==> config.mk <==
export PLATFORM = sky130hd
export DESIGN_NAME = cm_top
export DESIGN_NICKNAME = d
export VERILOG_FILES = /design/src/hw/cm_pkg.sv /design/src/hw/brew_if.sv /design/src/hw/order_sequencer.sv /design/src/hw/portion_divider.sv /design/src/hw/tank_bank.sv /design/src/hw/cm_top.sv
export SDC_FILE = /design/constraint.sdc
export NUM_CORES = 1
export LEC_CHECK = 0
export ABC_AREA = 1
export BUFFER_PORTS_ARGS = -buffer_cell sky130_fd_sc_hd__buf_4
export CORE_UTILIZATION = 64
export CTS_CLUSTER_SIZE = 28
export DETAILED_ROUTE_END_ITERATION = 10
export MAX_ROUTING_LAYER = met4
export PLACE_DENSITY_LB_ADDON = 0.12
export SYNTH_ARGS = -nofsm -noshare
export SYNTH_HDL_FRONTEND = slang
export SYNTH_HIERARCHICAL = 1
export SYNTH_SLANG_ARGS = --single-unit
==> constraint.sdc <==
create_clock -name clk -period 7.3 [get_ports clk]
set_input_delay 1.46 -clock clk [delete_from_list [all_inputs] [get_ports clk]]
set_output_delay 1.46 -clock clk [all_outputs]
set_load 0.05 [all_outputs]
==> src/hw/cm_pkg.sv <==
// Beverage dispenser shared types
package cm_pkg;

	// ############################
	// Sizes and widths
	// ############################
	localparam int NUM_TANKS = 4;
	localparam int LEVEL_W = 10;

	// Tank level or cup volume
	typedef logic [LEVEL_W-1:0] level_t;
	typedef logic [2:0] ratio_t;
	typedef logic [3:0] ratio_sum_t;
	// Espresso, milk, chocolate, froth
	typedef logic [1:0] tank_idx_t;

	typedef enum logic [2:0] {none, espresso, milk, chocolate, froth} tank_e;
	typedef enum logic [2:0] {no_coffee, latte, cappuccino, mocha} flavor_e;
	typedef enum logic [2:0] {no_size, s, m, l, xl} size_e;
	typedef enum logic {red, green} led_e;

	// One ratio per tank, index 0 is espresso
	typedef ratio_t [0:NUM_TANKS-1] recipe_t;

	// Divider remainder holds one bit more than the divisor
	localparam int DIV_REM_W = $bits(ratio_sum_t) + 1;
	localparam int DIV_CNT_W = $clog2(LEVEL_W);

	// ############################
	// Cup volumes and recipes
	// ############################
	localparam level_t CUP_S = 10'd240;
	localparam level_t CUP_M = 10'd360;
	localparam level_t CUP_L = 10'd480;
	localparam level_t CUP_XL = 10'd600;

	localparam recipe_t LATTE_RATIO = '{3'd2, 3'd1, 3'd0, 3'd2};
	localparam recipe_t CAPPUCCINO_RATIO = '{3'd2, 3'd1, 3'd0, 3'd1};
	localparam recipe_t MOCHA_RATIO = '{3'd1, 3'd1, 3'd1, 3'd0};

	// Divisor for the portion split
	function automatic ratio_sum_t recipe_sum(input recipe_t r);
		ratio_sum_t acc;
		acc = '0;
		for (int i = 0; i < NUM_TANKS; i++)
		begin
			acc = acc + ratio_sum_t'(r[i]);
		end
		return acc;
	endfunction

endpackage

==> src/hw/brew_if.sv <==
// Refill and brew link
interface brew_if import cm_pkg::*; ();

	// Refill strobes
	logic fill_en;
	tank_idx_t fill_tank;
	level_t fill_amount;
	logic fill_end;

	// Order, steady from start until done
	logic start;
	level_t volume;
	ratio_sum_t ratio_sum;
	recipe_t ratio;
	flavor_e flavor;

	// Divider result
	level_t quotient;
	logic done;

	modport seq (output fill_en, fill_tank, fill_amount, fill_end, start, volume, ratio_sum,
		ratio, flavor, input done);
	modport div (input start, volume, ratio_sum, output quotient, done);
	modport tank (input fill_en, fill_tank, fill_amount, fill_end, ratio, flavor, quotient, done);

endinterface

==> src/hw/order_sequencer.sv <==
// Order and refill sequencer
module order_sequencer import cm_pkg::*;
(
	input logic clk,
	input logic rst_n,
	input tank_e select_i,
	input level_t supply,
	input flavor_e flavor_btn,
	input size_e required_size,
	brew_if.seq bus
);

	typedef enum logic [1:0] {st_idle, st_fill, st_brew} seq_state_e;

	seq_state_e state;
	seq_state_e state_nx;
	logic brew_press;
	logic accept;
	level_t cup_volume;
	recipe_t recipe;

	// Only the three fixed recipes start a brew
	assign brew_press = (flavor_btn == latte) || (flavor_btn == cappuccino) ||
		(flavor_btn == mocha);
	// Refill wins over a button in the same cycle
	assign accept = (state == st_idle) && (select_i == none) && brew_press;

	// ############################
	// State machine
	// ############################
	always_comb
	begin
		state_nx = state;
		case (state)
			st_idle:
			begin
				if (select_i != none)
					state_nx = st_fill;
				else if (brew_press)
					state_nx = st_brew;
			end
			st_fill:
			begin
				if (select_i == none)
					state_nx = st_idle;
			end
			st_brew:
			begin
				// Everything ignored until the divider reports
				if (bus.done)
					state_nx = st_idle;
			end
			default:
			begin
				state_nx = st_idle;
			end
		endcase
	end

	always_ff @(posedge clk or negedge rst_n)
	begin
		if (!rst_n)
		begin
			state <= st_idle;
			bus.start <= 1'b0;
		end
		else
		begin
			state <= state_nx;
			// Start follows the accepting edge by one cycle
			bus.start <= accept;
		end
	end

	// ############################
	// Refill strobes
	// ############################
	always_comb
	begin
		bus.fill_en = (state != st_brew) && (select_i != none);
		bus.fill_amount = supply;
		bus.fill_end = (state == st_fill) && (select_i == none);
		case (select_i)
			milk: bus.fill_tank = 2'd1;
			chocolate: bus.fill_tank = 2'd2;
			froth: bus.fill_tank = 2'd3;
			default: bus.fill_tank = 2'd0;
		endcase
	end

	// Size and recipe lookup
	always_comb
	begin
		case (required_size)
			s: cup_volume = CUP_S;
			m: cup_volume = CUP_M;
			l: cup_volume = CUP_L;
			xl: cup_volume = CUP_XL;
			default: cup_volume = '0;
		endcase
		case (flavor_btn)
			latte: recipe = LATTE_RATIO;
			cappuccino: recipe = CAPPUCCINO_RATIO;
			mocha: recipe = MOCHA_RATIO;
			default: recipe = '0;
		endcase
	end

	// Order latch
	always_ff @(posedge clk)
	begin
		if (accept)
		begin
			bus.flavor <= flavor_btn;
			bus.volume <= cup_volume;
			bus.ratio <= recipe;
			bus.ratio_sum <= recipe_sum(recipe);
		end
	end

	// One brew at a time, the divider answers after its last bit step
	a_brew_done: assert property (@(posedge clk) disable iff (!rst_n)
		bus.start |-> ##(LEVEL_W + 1) bus.done);

endmodule

==> src/hw/portion_divider.sv <==
// Restoring portion divider
module portion_divider import cm_pkg::*;
(
	input logic clk,
	input logic rst_n,
	brew_if.div bus
);

	logic busy;
	logic [DIV_CNT_W-1:0] bit_cnt;
	logic [DIV_REM_W-1:0] rem_q;
	level_t quo_q;
	logic [DIV_REM_W-1:0] rem_shift;
	logic [DIV_REM_W-1:0] rem_diff;
	logic fits;

	// ############################
	// One quotient bit per cycle
	// ############################
	// Next dividend bit enters the remainder
	assign rem_shift = {rem_q[DIV_REM_W-2:0], quo_q[LEVEL_W-1]};
	assign rem_diff = rem_shift - {1'b0, bus.ratio_sum};
	assign fits = (rem_shift >= {1'b0, bus.ratio_sum});

	// Control
	always_ff @(posedge clk or negedge rst_n)
	begin
		if (!rst_n)
		begin
			busy <= 1'b0;
			bit_cnt <= '0;
			bus.done <= 1'b0;
		end
		else if (bus.start)
		begin
			busy <= 1'b1;
			bit_cnt <= '0;
			bus.done <= 1'b0;
		end
		else if (busy)
		begin
			bit_cnt <= bit_cnt + 1'b1;
			// Last bit resolved, done in the following cycle
			if (bit_cnt == DIV_CNT_W'(LEVEL_W - 1))
			begin
				busy <= 1'b0;
				bus.done <= 1'b1;
			end
		end
		else
		begin
			bus.done <= 1'b0;
		end
	end

	// Shift register, dividend bits leave as quotient bits arrive
	always_ff @(posedge clk)
	begin
		if (bus.start)
		begin
			rem_q <= '0;
			quo_q <= bus.volume;
		end
		else if (busy)
		begin
			rem_q <= fits ? rem_diff : rem_shift;
			quo_q <= {quo_q[LEVEL_W-2:0], fits};
		end
	end

	assign bus.quotient = quo_q;

	// Sequencer never hands over an empty recipe
	a_divisor_nonzero: assert property (@(posedge clk) disable iff (!rst_n)
		bus.start |-> (bus.ratio_sum != '0));

endmodule

==> src/hw/tank_bank.sv <==
// Ingredient tanks and result port
module tank_bank import cm_pkg::*;
(
	input logic clk,
	input logic rst_n,
	brew_if.tank bus,
	output logic out_valid,
	output flavor_e flavor_out,
	output level_t tank_level [NUM_TANKS],
	output led_e tank_led [NUM_TANKS]
);

	level_t need [NUM_TANKS];
	level_t remain [NUM_TANKS];
	logic [NUM_TANKS-1:0] lacking;
	logic can_make;

	// ############################
	// Brew feasibility
	// ############################
	always_comb
	begin
		for (int i = 0; i < NUM_TANKS; i++)
		begin
			// Share never exceeds the cup volume
			need[i] = level_t'(bus.quotient * bus.ratio[i]);
			lacking[i] = (tank_level[i] < need[i]);
			remain[i] = tank_level[i] - need[i];
		end
		// All four tanks must cover their share
		can_make = ~|lacking;
	end

	// ############################
	// Levels and lamps
	// ############################
	always_ff @(posedge clk or negedge rst_n)
	begin
		if (!rst_n)
		begin
			for (int i = 0; i < NUM_TANKS; i++)
			begin
				tank_level[i] <= '0;
				tank_led[i] <= red;
			end
		end
		else if (bus.fill_en)
		begin
			// Wraps modulo 1024
			tank_level[bus.fill_tank] <= tank_level[bus.fill_tank] + bus.fill_amount;
		end
		else if (bus.fill_end)
		begin
			for (int i = 0; i < NUM_TANKS; i++)
			begin
				tank_led[i] <= (tank_level[i] != '0) ? green : red;
			end
		end
		else if (bus.done)
		begin
			for (int i = 0; i < NUM_TANKS; i++)
			begin
				if (can_make)
				begin
					tank_level[i] <= remain[i];
					tank_led[i] <= (remain[i] != '0) ? green : red;
				end
				else
				begin
					// Levels kept, lamps flag the short or empty tanks
					tank_led[i] <= (lacking[i] || tank_level[i] == '0) ? red : green;
				end
			end
		end
	end

	// Result pulse
	always_ff @(posedge clk or negedge rst_n)
	begin
		if (!rst_n)
		begin
			out_valid <= 1'b0;
			flavor_out <= no_coffee;
		end
		else
		begin
			out_valid <= bus.fill_end || bus.done;
			flavor_out <= (bus.done && can_make) ? bus.flavor : no_coffee;
		end
	end

	// Single pulse per operation
	a_valid_pulse: assert property (@(posedge clk) disable iff (!rst_n)
		out_valid |=> !out_valid);

endmodule

==> src/hw/cm_top.sv <==
// Beverage dispenser top
module cm_top import cm_pkg::*;
(
	input logic clk,
	input logic rst_n,
	input tank_e select_i,
	input level_t supply,
	input flavor_e flavor_btn,
	input size_e required_size,
	output logic out_valid,
	output flavor_e flavor_out,
	output level_t tank_level [NUM_TANKS],
	output led_e tank_led [NUM_TANKS]
);

	// Link between the three blocks
	brew_if bus ();

	// Buttons and refill selection
	order_sequencer u_seq (
		.clk(clk),
		.rst_n(rst_n),
		.select_i(select_i),
		.supply(supply),
		.flavor_btn(flavor_btn),
		.required_size(required_size),
		.bus(bus.seq)
	);

	// Volume over ratio sum
	portion_divider u_div (
		.clk(clk),
		.rst_n(rst_n),
		.bus(bus.div)
	);

	// Levels, lamps and result
	tank_bank u_tank (
		.clk(clk),
		.rst_n(rst_n),
		.bus(bus.tank),
		.out_valid(out_valid),
		.flavor_out(flavor_out),
		.tank_level(tank_level),
		.tank_led(tank_led)
	);

endmodule

# Word-level counts from Yosys, hierarchy flattened
# Index checks and enable logic that the tools add are counted.
[op_classes]
add_sub_neg = 10
n_mul = 4
div = 0
magnitude_cmp = 7
eq_ne = 20
shift = 0
n_mux = 51
bitwise_logic = 2
n_reduce_logical = 36
[op_table]
columns = ["op", "n"]
rows = [
  ["40-bit two-way mux", 3],
  ["10-bit two-way mux", 9],
  ["10-bit nonzero test", 8],
  ["40-bit bitwise mux", 1],
  ["10-bit zero test", 4],
  ["10-bit less-than comparator", 4],
  ["10-bit by 3-bit multiplier with 10-bit output", 4],
  ["10-bit one-hot mux with 4 select lines", 1],
  ["10-bit subtractor", 4],
  ["11-bit one-hot mux with 3 select lines", 1],
  ["1-bit two-way mux", 22],
  ["10-bit binary-select mux with 2-bit select", 1],
  ["10-bit demux with 2-bit select", 1],
  ["4-bit two-way mux", 5],
  ["3-bit by 2-bit == test with 1-bit output, second input constant", 6],
  ["2-bit one-hot mux with 3 select lines", 2],
  ["10-bit adder", 1],
  ["4-bit by 3-bit adder with 4-bit output", 2],
  ["2-bit two-way mux", 4],
  ["1-bit logical OR", 7],
  ["3-bit by 1-bit == test with 1-bit output, second input constant", 2],
  ["3-bit == test, second input constant", 2],
  ["1-bit logical AND", 6],
  ["2-bit inequality test, second input constant", 3],
  ["other kinds (23)", 27],
]
[word_totals]
ff_bits = 100
latch_bits = 0
ramBits = 0
mem_bits_ro = 0
input_bits = 21
out_inout_bits = 48
wordCells = 154
n_memories = 0

# Logic depth before layout (Yosys ltp)
# Gate-level depths: netlist of run 1.
[logic_depth]
word_depth = 9
mapped_depth = 28
depth_no_buf = 26

# Hierarchy
# The synthesis of run 1 kept the hierarchy.
[modules_own_cells]
columns = ["mod", "instances", "cells_each", "area_each_um2", "seq_area_each_um2"]
rows = [
  ["tank_bank", 1, 1241, 7827.5, 1201.2],
  ["order_sequencer", 1, 96, 1072.3, 645.6],
  ["portion_divider", 1, 122, 1037.2, 530.5],
]

# Worst setup path before layout of run 1
# No wires, ideal clock.
[synth_path]
path_kind = "input-to-reg"
startpoint = "input port select_i[2]"
endpoint = "register u_tank/tank_level[26] (netlist bit)"
setup_ns = 0.119
t_arrival_ns = 3.977
t_required_ns = 7.181
path_slack_ns = 3.204
cell_stages = 20
n_path_buf = 1
path_cell_list = "inv_1 nand2_1 o21ai_0 inv_1 nand2_1 inv_1 clkbuf_1 a22oi_1 o221ai_1 ha_1 fa_1 nand3_1 nand2_1 nand2_1 nand2_1 a21oi_1 xor2_1 o22ai_1 nand2_1 nand2_1"
[synth_between]
elab_chain_cells = 9
elab_cells_between_ends = 24
cone_classes = "add/sub (1); order compare (2); eq/ne (5); mux (8); bitwise (1); reduce/logical (7)"
[synth_lines]
columns = ["item", "line_no", "text"]
rows = [
  ["start: declaration", "cm_top.sv:6", "input tank_e select_i,"],
  ["3-bit == test or 3-bit by 2-bit == test with 1-bit output (tied branches)", "order_sequencer.sv:83", "case (select_i)"],
  ["2-bit one-hot mux with 3 select lines (*)", "order_sequencer.sv:83", ""],
  ["named net bus.fill_tank[1]", "brew_if.sv:6", "tank_idx_t fill_tank;"],
  ["2-bit inverter with 3-bit output (implied by the code) (*)", "tank_bank.sv:50", "tank_level[bus.fill_tank] <= tank_level[bus.fill_tank] + bus.fill_amount;"],
  ["10-bit binary-select mux with 2-bit select (tied with other cells)", "tank_bank.sv:50", ""],
  ["10-bit two-way mux (implied by the code) or 1-bit logical AND (tied branches)", "tank_bank.sv:50", ""],
  ["10-bit two-way mux (implied by the code)", "tank_bank.sv:50", ""],
  ["10-bit adder or 10-bit demux with 2-bit select (tied branches)", "tank_bank.sv:50", ""],
  ["40-bit bitwise mux (*)", "tank_bank.sv:50", ""],
  ["40-bit two-way mux (*)", "tank_bank.sv:47", "else if (bus.fill_en)"],
  ["end signal: indexed assignment", "tank_bank.sv:50", ""],
  ["end signal: indexed assignment", "tank_bank.sv:65", "tank_level[i] <= remain[i];"],
  ["end: declaration", "tank_bank.sv:9", "output level_t tank_level [NUM_TANKS],"],
]
# The timed path passes the listed nets; every way through them passes the cells marked *. The select of a mux whose other input is x is not followed.
# A chain may end at the register's enable or synchronous reset.

# Worst setup path after layout of run 1
[layout_path]
startpoint = "register u_seq/bus.ratio[9] (netlist bit)"
endpoint = "register u_tank/tank_level[31] (netlist bit)"
[layout_between]
elab_chain_cells = 6
elab_cells_between_ends = 10
cone_classes = "add/sub (1); mul (1); order compare (1); eq/ne (1); mux (4); reduce/logical (2)"
[layout_lines]
columns = ["item", "line_no", "text"]
rows = [
  ["start: declaration", "brew_if.sv:22", "ratio, flavor, input done);"],
  ["start signal: assignment", "order_sequencer.sv:116", "bus.ratio <= recipe;"],
  ["10-bit by 3-bit multiplier with 10-bit output (*)", "tank_bank.sv:26", "need[i] = level_t'(bus.quotient * bus.ratio[i]);"],
  ["10-bit subtractor", "tank_bank.sv:28", "remain[i] = tank_level[i] - need[i];"],
  ["10-bit two-way mux", "tank_bank.sv:63", "if (can_make)"],
  ["40-bit two-way mux", "tank_bank.sv:59", "else if (bus.done)"],
  ["40-bit two-way mux", "tank_bank.sv:52", "else if (bus.fill_end)"],
  ["40-bit two-way mux", "tank_bank.sv:47", ""],
]
# Every way passes the cells marked *; elsewhere a longest branch is shown, timed or not. The select of a mux whose other input is x is not followed.

==> metrics.md, run 1 <==
| Metric | Value |
|---|---|
| Status | `complete, no violations` |
| Post-DP HPWL | `approximately 21 mm` |
| CP bufs+invs | `1` |
| CTS sink count | `90` |
| CP dominant cell by count | `nand2_1` |
| Root buffer selected by CTS | `clkbuf_16` |
| Initial antenna violation count | `0` |
| Net count, final | `1637` |
| Postcts setup bufs | `0` |
| Worst Reg2Reg Path Length in Cells | `25` |
| Vias in the first global route | `just over 9000` |
| 1st-iter DRT viols | `approximately 840` |
| Setup ws final | `about 2 ns` |
| Adder-Cell Fraction of Synth Area | `19.0%` |
| Place WS | `around 2.2 ns` |
| ANT nets after route | `0` |
| XOR/XNOR Fraction of Synth Area | `4.41%` |
| Hold violation count in the final report | `0` |
| Placed cells | `1665` |
| Cells after synthesis | `about 1500` |
| Slew Viols, Final | `0` |
| First-pass GRT wire length | `between 40 and 50 mm` |
| PD cells | `493 mW/mm²` |
| FP Rows | `45` |
| Clock buffer depth | `2` |
| Syn_area_per_cell | `between 6 and 7 µm²` |
| I/O Pins | `around 70` |
| Post-synthesis register bit count | `90` |
| Hold Path Depth | `2` |
| EDFF count, synth | `29` |
| Hold Buf Count CTS | `0` |
| Multiplexer share of the synthesized area | `0%` |
| Syn. warnings | `6` |
| DIE WIDTH | `approximately 130 µm` |
| Reg area | `~0.0024 mm²` |
| Tcrit/Tclk final | `about 73%` |
| Latest clock arrival within the worst-skew pair | `0.35 ns` |
| RSZ-0062 raised after global routing | `false` |
| Filler cell count | `approximately 1400` |
| Max cap viols | `0` |
| Reg clk slew, reported paths | `0.06 ns` |
| DRC violations left | `0` |
| Share of cells above drive strength 1 | `roughly 7.7%` |
| Die area | `about 0.016 mm²` |
| VDD IR-drop max | `roughly 0.37 mV` |
| Final setup fails | `0` |
| Synthesized area | `0.00994 mm²` |
| HP Class | `reg2reg` |
| Cell variety after synth | `48` |
| Footprint of the multi-input gates | `approximately 0.0064 mm²` |
| GP Congestion | `between 0.9 and 1` |
| Final std cells w/o fill | `~1700` |
| Post-synthesis sequential area ratio | `between 20% and 30%` |
| Worst-margin pin slew | `0.996 ns` |
| Ant diodes | `0` |
| Starting density of the core | `65.4%` |
| Crit path kind | `reg2reg` |
| Worst path arrival time | `between 5 and 6 ns` |
| Die height | `approximately 130 µm` |
| Htree depth | `3` |
| Critical path depth in cells | `25` |
| Main synth FF type | `dfrtp_1` |
| Pre-Repair DR Iteration Count | `7` |
| Max FO, Critical Path | `24` |
| Largest family of logic cells by synthesized area | `simple AND/OR/NAND/NOR gates` |
| # port buffers | `slightly below 70` |
| Async S/R FF share, synth | `63.3%` |
| Kind of end point of the critical path | `register` |
| Area Growth Syn to Fin | `7.73%` |
| Min Tclk post-route | `between 5 and 6 ns` |
| Simple-gate share of the synthesized area | `a little under a third` |
| Final Core Density | `a little over two thirds` |
| Crit-path slowest cell | `edfxtp_1` |
| Rel. slew slack | `roughly a third` |
| GRT Util Overall | `between 30 and 40%` |
| Via density | `between 5 and 6` |
| Worst hold margin | `0.481 ns` |
| Post-CTS Resized | `0` |
| Via count | `slightly below 10000` |
| CTS tree | `yes` |
| CP Launch Type | `register` |
| Fmax | `around 190 MHz` |
| Grt total ovfl | `0` |
| Largest net degree at the start of global routing | `between 50 and 60` |
| Synth Area in Compound Gates | `under 10%` |
| Total CTS buffers | `9` |
| Routed wire length | `between 20 and 30 mm` |
| Max incr delay on CP | `~0.87 ns` |
| Core area | `about 0.015 mm²` |
| Final setup TNS | `0 ns` |
| CP required | `between 7 and 8 ns` |
| Pleak | `0.00623 µW` |
| Setup Skew | `approximately 0.0028 ns` |
| CP top delay family | `simple AND/OR/NAND/NOR gates` |
| Avg WL per Cell | `roughly 17 µm` |
-- path summary, 6_finish.rpt --
| check | from | endpoint | slack, ns |
|---|---|---|---|
| min in group asynchronous | rst_n | u_tank/out_valid | 1.18 |
| max | u_seq/bus.ratio[9] | u_tank/tank_level[31] | 1.99 |
| min reg2reg | u_div/rem_q[3] | u_div/rem_q[3] | 0.48 |
| min | u_div/rem_q[3] | u_div/rem_q[3] | 0.48 |
| max reg2reg | u_seq/bus.ratio[9] | u_tank/tank_level[31] | 1.99 |
| max in group asynchronous | rst_n | u_seq/bus.start | 5.58 |
-- cells by family (layout without fill, tap and decap cells) --
group,count (synthesis),count (layout)
flip-flops,90,90
buffers and inverters,295,321
adder cells (fa/ha/maj),128,128
other,1,9
AO/OA/AOI/OAI,151,151
AND/OR/NAND/NOR,744,744
XOR/XNOR,50,50
-- area by class of cell --
cell class / instances / share of cell area (%)
timing repair buffer: 69 / 4.84
inverter: 236 / 8.27
sequential: 90 / 22.2
clock buffer: 11 / 2.57
clock inverter: 5 / 0.304
multi-input combinational: 1082 / 59.6
tap: 188 / 2.20
-- state kept, by name, summed over array words and instances (netlist names) --
name and count:
u_div/rem_q 4, u_seq/bus.flavor 3, u_seq/bus.ratio_sum 4, u_tank/flavor_out 3, u_div/bus.quotient 10, u_div/busy 1
u_seq/bus.ratio 5, u_tank/tank_level 40, u_seq/state 2, u_div/bit_cnt 4, u_tank/out_valid 1, u_seq/bus.start 1
u_tank/tank_led 4, u_div/bus.done 1, u_seq/bus.volume 7
-- worst reg2reg max path, stage by stage, from the launching register on --
cell and delay, ns:
edfxtp_1 0.87, nand2_1 0.18, fa_1 0.57, inv_1 0.06, ha_1 0.34, a21oi_1 0.14
nand2_1 0.09, a21o_1 0.16, nand2_1 0.05, nand2_1 0.08, a21o_1 0.16, nand2_1 0.07
nand2_1 0.06, nand2_1 0.07, nand2_1 0.05, ha_1 0.33, nand2_1 0.08, nor2_1 0.19
nand3_1 0.13, nand3_1 0.21, nand2_2 0.13, nor2_8 0.19, nand4_4 0.38, nand2_2 0.42
nand2_1 0.13, nand2_1 0.09
-- cells in the final DEF, fill, tap and decap left out, drive strengths merged, types with 5 or more instances in the layout --
master / instances
nand3: 117
a21o: 11
a22oi: 9
buf: 69
nand2: 518
ha: 90
xnor2: 36
o22ai: 15
nand3b: 5
nor4: 7
o21ai: 46
nand4: 13
o221ai: 7
edfxtp: 29
a21oi: 45
nor3: 5
fa: 38
xor2: 14
nor2: 75
clkbuf: 11
inv: 236
conb: 9
dfrtp: 57
-- power by group --
| group | total (µW) | switching, µW | internal [µW] |
|---|---|---|---|
| clock network | 476 | 204 | 272 |
| logic | 3880 | 2570 | 1310 |
| registers | 922 | 256 | 666 |
-- cells in the mapped netlist, drive strengths merged (13+ instances only) --
library cell / number / share of area (%)
ha: 90 / 11
buf: 31 / 2.2
nor2: 75 / 3.1
xor2: 14 / 1.2
clkbuf: 28 / 1.1
a21oi: 45 / 2.3
edfxtp: 29 / 8.8
dfrtp: 57 / 14
nand4: 13 / 0.97
nand2: 518 / 20
nand3: 117 / 6.0
inv: 235 / 8.9
o21ai: 46 / 2.3
xnor2: 36 / 3.2
fa: 38 / 7.7
o22ai: 15 / 0.94
-- through the flow --
stage               total power (µW)  instance area, µm²
finish                          5280               10700
global route                    5720               10700
CTS                             5190               10700
detailed placement              4680               10400
global placement                4630               10400
floorplan                       3690                9970
-- per-layer routing --
| layer | vias up | wire [µm] | global-route usage [%] |
|---|---|---|---|
| met1 | 4474 | 11500 | 46.4 |
| met3 | 79 | 2130 | 5.10 |
| met5 | - | 0 | - |
| li1 | 4652 | - | - |
| met2 | 488 | 13300 | 60.8 |
| met4 | 0 | 933 | 14.2 |
(Power assumes the default switching activity.)
==> run 2: changes to the inputs <==
--- a/config.mk
+++ b/config.mk
@@ -7,7 +7,7 @@
 export LEC_CHECK = 0
 export ABC_AREA = 1
 export BUFFER_PORTS_ARGS = -buffer_cell sky130_fd_sc_hd__buf_4
-export CORE_UTILIZATION = 64
+export CORE_UTILIZATION = 63
 export CTS_CLUSTER_SIZE = 28
 export DETAILED_ROUTE_END_ITERATION = 10
 export MAX_ROUTING_LAYER = met4
==> constraint.sdc (replaced) <==
create_clock -name clk -period 5 [get_ports clk]
set_input_delay 1 -clock clk [delete_from_list [all_inputs] [get_ports clk]]
set_output_delay 1 -clock clk [all_outputs]
set_load 0.05 [all_outputs]
==> run 2 against run 1 <==
Against the previous run: via count is 1.7% lower; flip-flop and latch count stayed put; total power increased by 45%; register-to-register slack got worse by 1.7 ns; wire length shrank 2.6%; sequential share of layout area fell by 0.25 points; sequential power up 44%; die area grew 1.6%; combinational power increased by 45%; utilization is 0.27 points higher; global-route usage down 1.1 points.
==> metrics.md, run 2 (synthesis gave the netlist of run 1 again) <==
| Metric | Value |
|---|---|
| Status | `complete, no violations (unchanged)` |
| Grt total ovfl | `0 (unchanged)` |
| Post-CTS Resized | `0 (unchanged)` |
| Max FO, Critical Path | `19 (was 24)` |
| Latest clock arrival within the worst-skew pair | `0.36 ns (was 0.35 ns)` |
| Area Growth Syn to Fin | `8.95% (was 7.73%)` |
| Final std cells w/o fill | `1716 (was 1681)` |
| Worst-margin pin slew | `0.935 ns (was 0.996 ns)` |
| Final setup fails | `0 (unchanged)` |
| Most common cell after layout, fill and taps aside | `nand2_1 (unchanged)` |
| Rel. slew slack | `37.1% (was 33.5%)` |
| Pleak | `0.00629 µW (was 0.00623 µW)` |
| CP Launch Type | `register (unchanged)` |
| Worst path arrival time | `4.91 ns (was 5.60 ns)` |
| Footprint of the multi-input gates | `0.00638 mm² (unchanged)` |
| Reg clk slew, reported paths | `0.07 ns (was 0.06 ns)` |
| Min Tclk post-route | `4.68 ns (was 5.31 ns)` |
| Net count, final | `1650 (was 1637)` |
| 1st-iter DRT viols | `1025 (was 844)` |
| Via count | `9530 (was 9693)` |
| PD cells | `710 mW/mm² (was 493 mW/mm²)` |
| CP dominant cell by count | `nand2_1 (unchanged)` |
| Metal2 WL | `12.9 mm (was 13.3 mm)` |
| Wl on met1 | `11.3 mm (was 11.5 mm)` |
| Critical Path, Cell by Cell | `nand2_1, fa_1, inv_1, ha_1, a21oi_1, nand2_1, a21o_1, nand2_1, nand2_1, a21o_1, nand2_1, nand2_1, nand2_1, nand2_1, ha_1, nand2_1, nor2_1, nand3_1, nand3_1, nand2_2, nor2_8, nand4_4, nand2_2, o21ai_0` |
| Root buffer selected by CTS | `clkbuf_16 (unchanged)` |
| Ant diodes | `0 (unchanged)` |
| R2r startpoint | `u_seq/bus.ratio[10] (was u_seq/bus.ratio[9])` |
| ANT nets after route | `0 (unchanged)` |
| Total CTS buffers | `9 (unchanged)` |
| GP Congestion | `0.969 (was 0.949)` |
| Setup Skew | `0.00959 ns (was 0.00277 ns)` |
| Post-DP HPWL | `21.5 mm (was 21.4 mm)` |
| DRC violations left | `0 (unchanged)` |
| Max incr delay on CP | `0.58 ns (was 0.87 ns)` |
| CP required | `5.23 ns (was 7.59 ns)` |
| Largest net degree at the start of global routing | `58 (unchanged)` |
| Commonest cells after routing, fill and taps aside | `507 x nand2_1, 228 x inv_1, 114 x nand3_1, 90 x ha_1, 82 x buf_4 (was 507 x nand2_1, 228 x inv_1, 114 x nand3_1, 90 x ha_1, 72 x nor2_1)` |
| Routed wire length | `27.2 mm (was 27.9 mm)` |
| Register with the most flip-flops | `u_tank/tank_level (unchanged)` |
| VDD IR-drop max | `0.451 mV (was 0.374 mV)` |
| Postcts setup bufs | `0 (unchanged)` |
| DIE WIDTH | `128 µm (was 127 µm)` |
| Vias in the first global route | `8813 (was 9052)` |
| # port buffers | `68 (unchanged)` |
| RSZ-0062 raised after global routing | `false (unchanged)` |
| Htree depth | `3 (unchanged)` |
| Crit-path slowest cell | `edfxtp_1 (unchanged)` |
| Tcrit/Tclk final | `93.6% (was 72.8%)` |
| Via density | `5.55 (was 5.77)` |
| CTS sink count | `90 (unchanged)` |
| Share of cells above drive strength 1 | `8.44% (was 7.70%)` |
| FP Rows | `45 (unchanged)` |
| Reg area | `0.00238 mm² (unchanged)` |
| First-pass GRT wire length | `43.7 mm (was 44.7 mm)` |
| Pre-Repair DR Iteration Count | `6 (was 7)` |
| Die height | `128 µm (was 127 µm)` |
| Clock buffer depth | `2 (unchanged)` |
| Initial antenna violation count | `0 (unchanged)` |
| Setup crit start | `u_seq/bus.ratio[10] (was u_seq/bus.ratio[9])` |
| Placed cells | `1701 (was 1665)` |
| Min-delay src | `u_div/rem_q[3] (unchanged)` |
| I/O Pins | `69 (unchanged)` |
| Number of flip-flops in the largest register | `40 (unchanged)` |
| Kind of end point of the critical path | `register (unchanged)` |
| Max cap viols | `0 (unchanged)` |
| Crit path kind | `reg2reg (unchanged)` |
| Filler cell count | `1333 (was 1360)` |
| Hold violation count in the final report | `0 (unchanged)` |
| HP Class | `reg2reg (unchanged)` |
| Avg WL per Cell | `15.9 µm (was 16.6 µm)` |
| Hold Buf Count CTS | `0 (unchanged)` |
| Final setup TNS | `0 ns (unchanged)` |
| Fmax | `214 MHz (was 188 MHz)` |
| Met3 wire len | `2.20 mm (was 2.13 mm)` |
| Slew Viols, Final | `0 (unchanged)` |
| CTS tree | `yes (unchanged)` |
| Top routing layer used | `met4 (unchanged)` |
| Core area | `0.0153 mm² (was 0.0152 mm²)` |
| GRT Util Overall | `35.8% (was 37.0%)` |
| Starting density of the core | `64.9% (was 65.4%)` |
| Die area | `0.0163 mm² (was 0.0160 mm²)` |
[run 2: changes by cell type in the layout (fill, tap and decap cells not counted)]
cell / before / now
buf_4: 69 / 82
clkinvlp_4: 2 / 0
bufinv_16: 0 / 1
clkbuf_1: 0 / 1
clkbuf_16: 11 / 10
clkinv_1: 2 / 1
clkinv_2: 1 / 2
[run 2: through the flow]
step	setup WS, ns	hold WS [ns]	cell area (µm²)	utilization, %	power (µW)
floorplan	0.944	0.427	9970	-	5390
global placement	0.668	0.454	10500	68.7	6760
detailed placement	0.449	0.460	10500	68.7	6840
CTS	0.415	0.477	10800	70.7	7590
global route	0.0163	0.494	10800	70.7	8390
finish	0.321	0.475	10800	70.7	7680
[run 2: critical path: cells and delay by family (launching register included)]
family          cells  cell delay (ns)
buf+inv             1             0.04
compound gates      4             0.62
flops               1             0.58
simple gates       16             2.12
fa+ha+maj           3             1.18
[run 2: routing by layer]
layer | up-vias | GRT usage, %
met5 | - | -
met4 | 0 | 13.8
met3 | 70 | 7.04
met2 | 391 | 58.1
met1 | 4375 | 44.3
li1 | 4694 | -
[run 2: worst paths after layout]
check,cells past startpoint,slack [ns],endpoint
setup / recovery,24,0.32,u_tank/tank_level[22]
hold / removal,2,0.48,u_div/rem_q[3]
setup reg to reg,24,0.32,u_tank/tank_level[22]
hold reg to reg,2,0.48,u_div/rem_q[3]
max in group asynchronous,1,3.77,u_tank/tank_level[8]
min in group asynchronous,1,0.71,u_tank/out_valid
[run 2: report_power, final]
| part | switching (µW) | internal [µW] | total [µW] |
|---|---|---|---|
| combinational | 3680 | 1950 | 5640 |
| clock | 301 | 415 | 717 |
| sequential | 357 | 971 | 1330 |
| total | 4340 | 3340 | 7680 |
[run 2: final cells by class]
class / instances / share of cell area (%)
clock buffer: 11 / 2.35
clock inverter: 4 / 0.451
inverter: 236 / 8.18
multi-input combinational: 1082 / 58.9
sequential: 90 / 22.0
tap: 211 / 2.44
timing repair buffer: 82 / 5.69
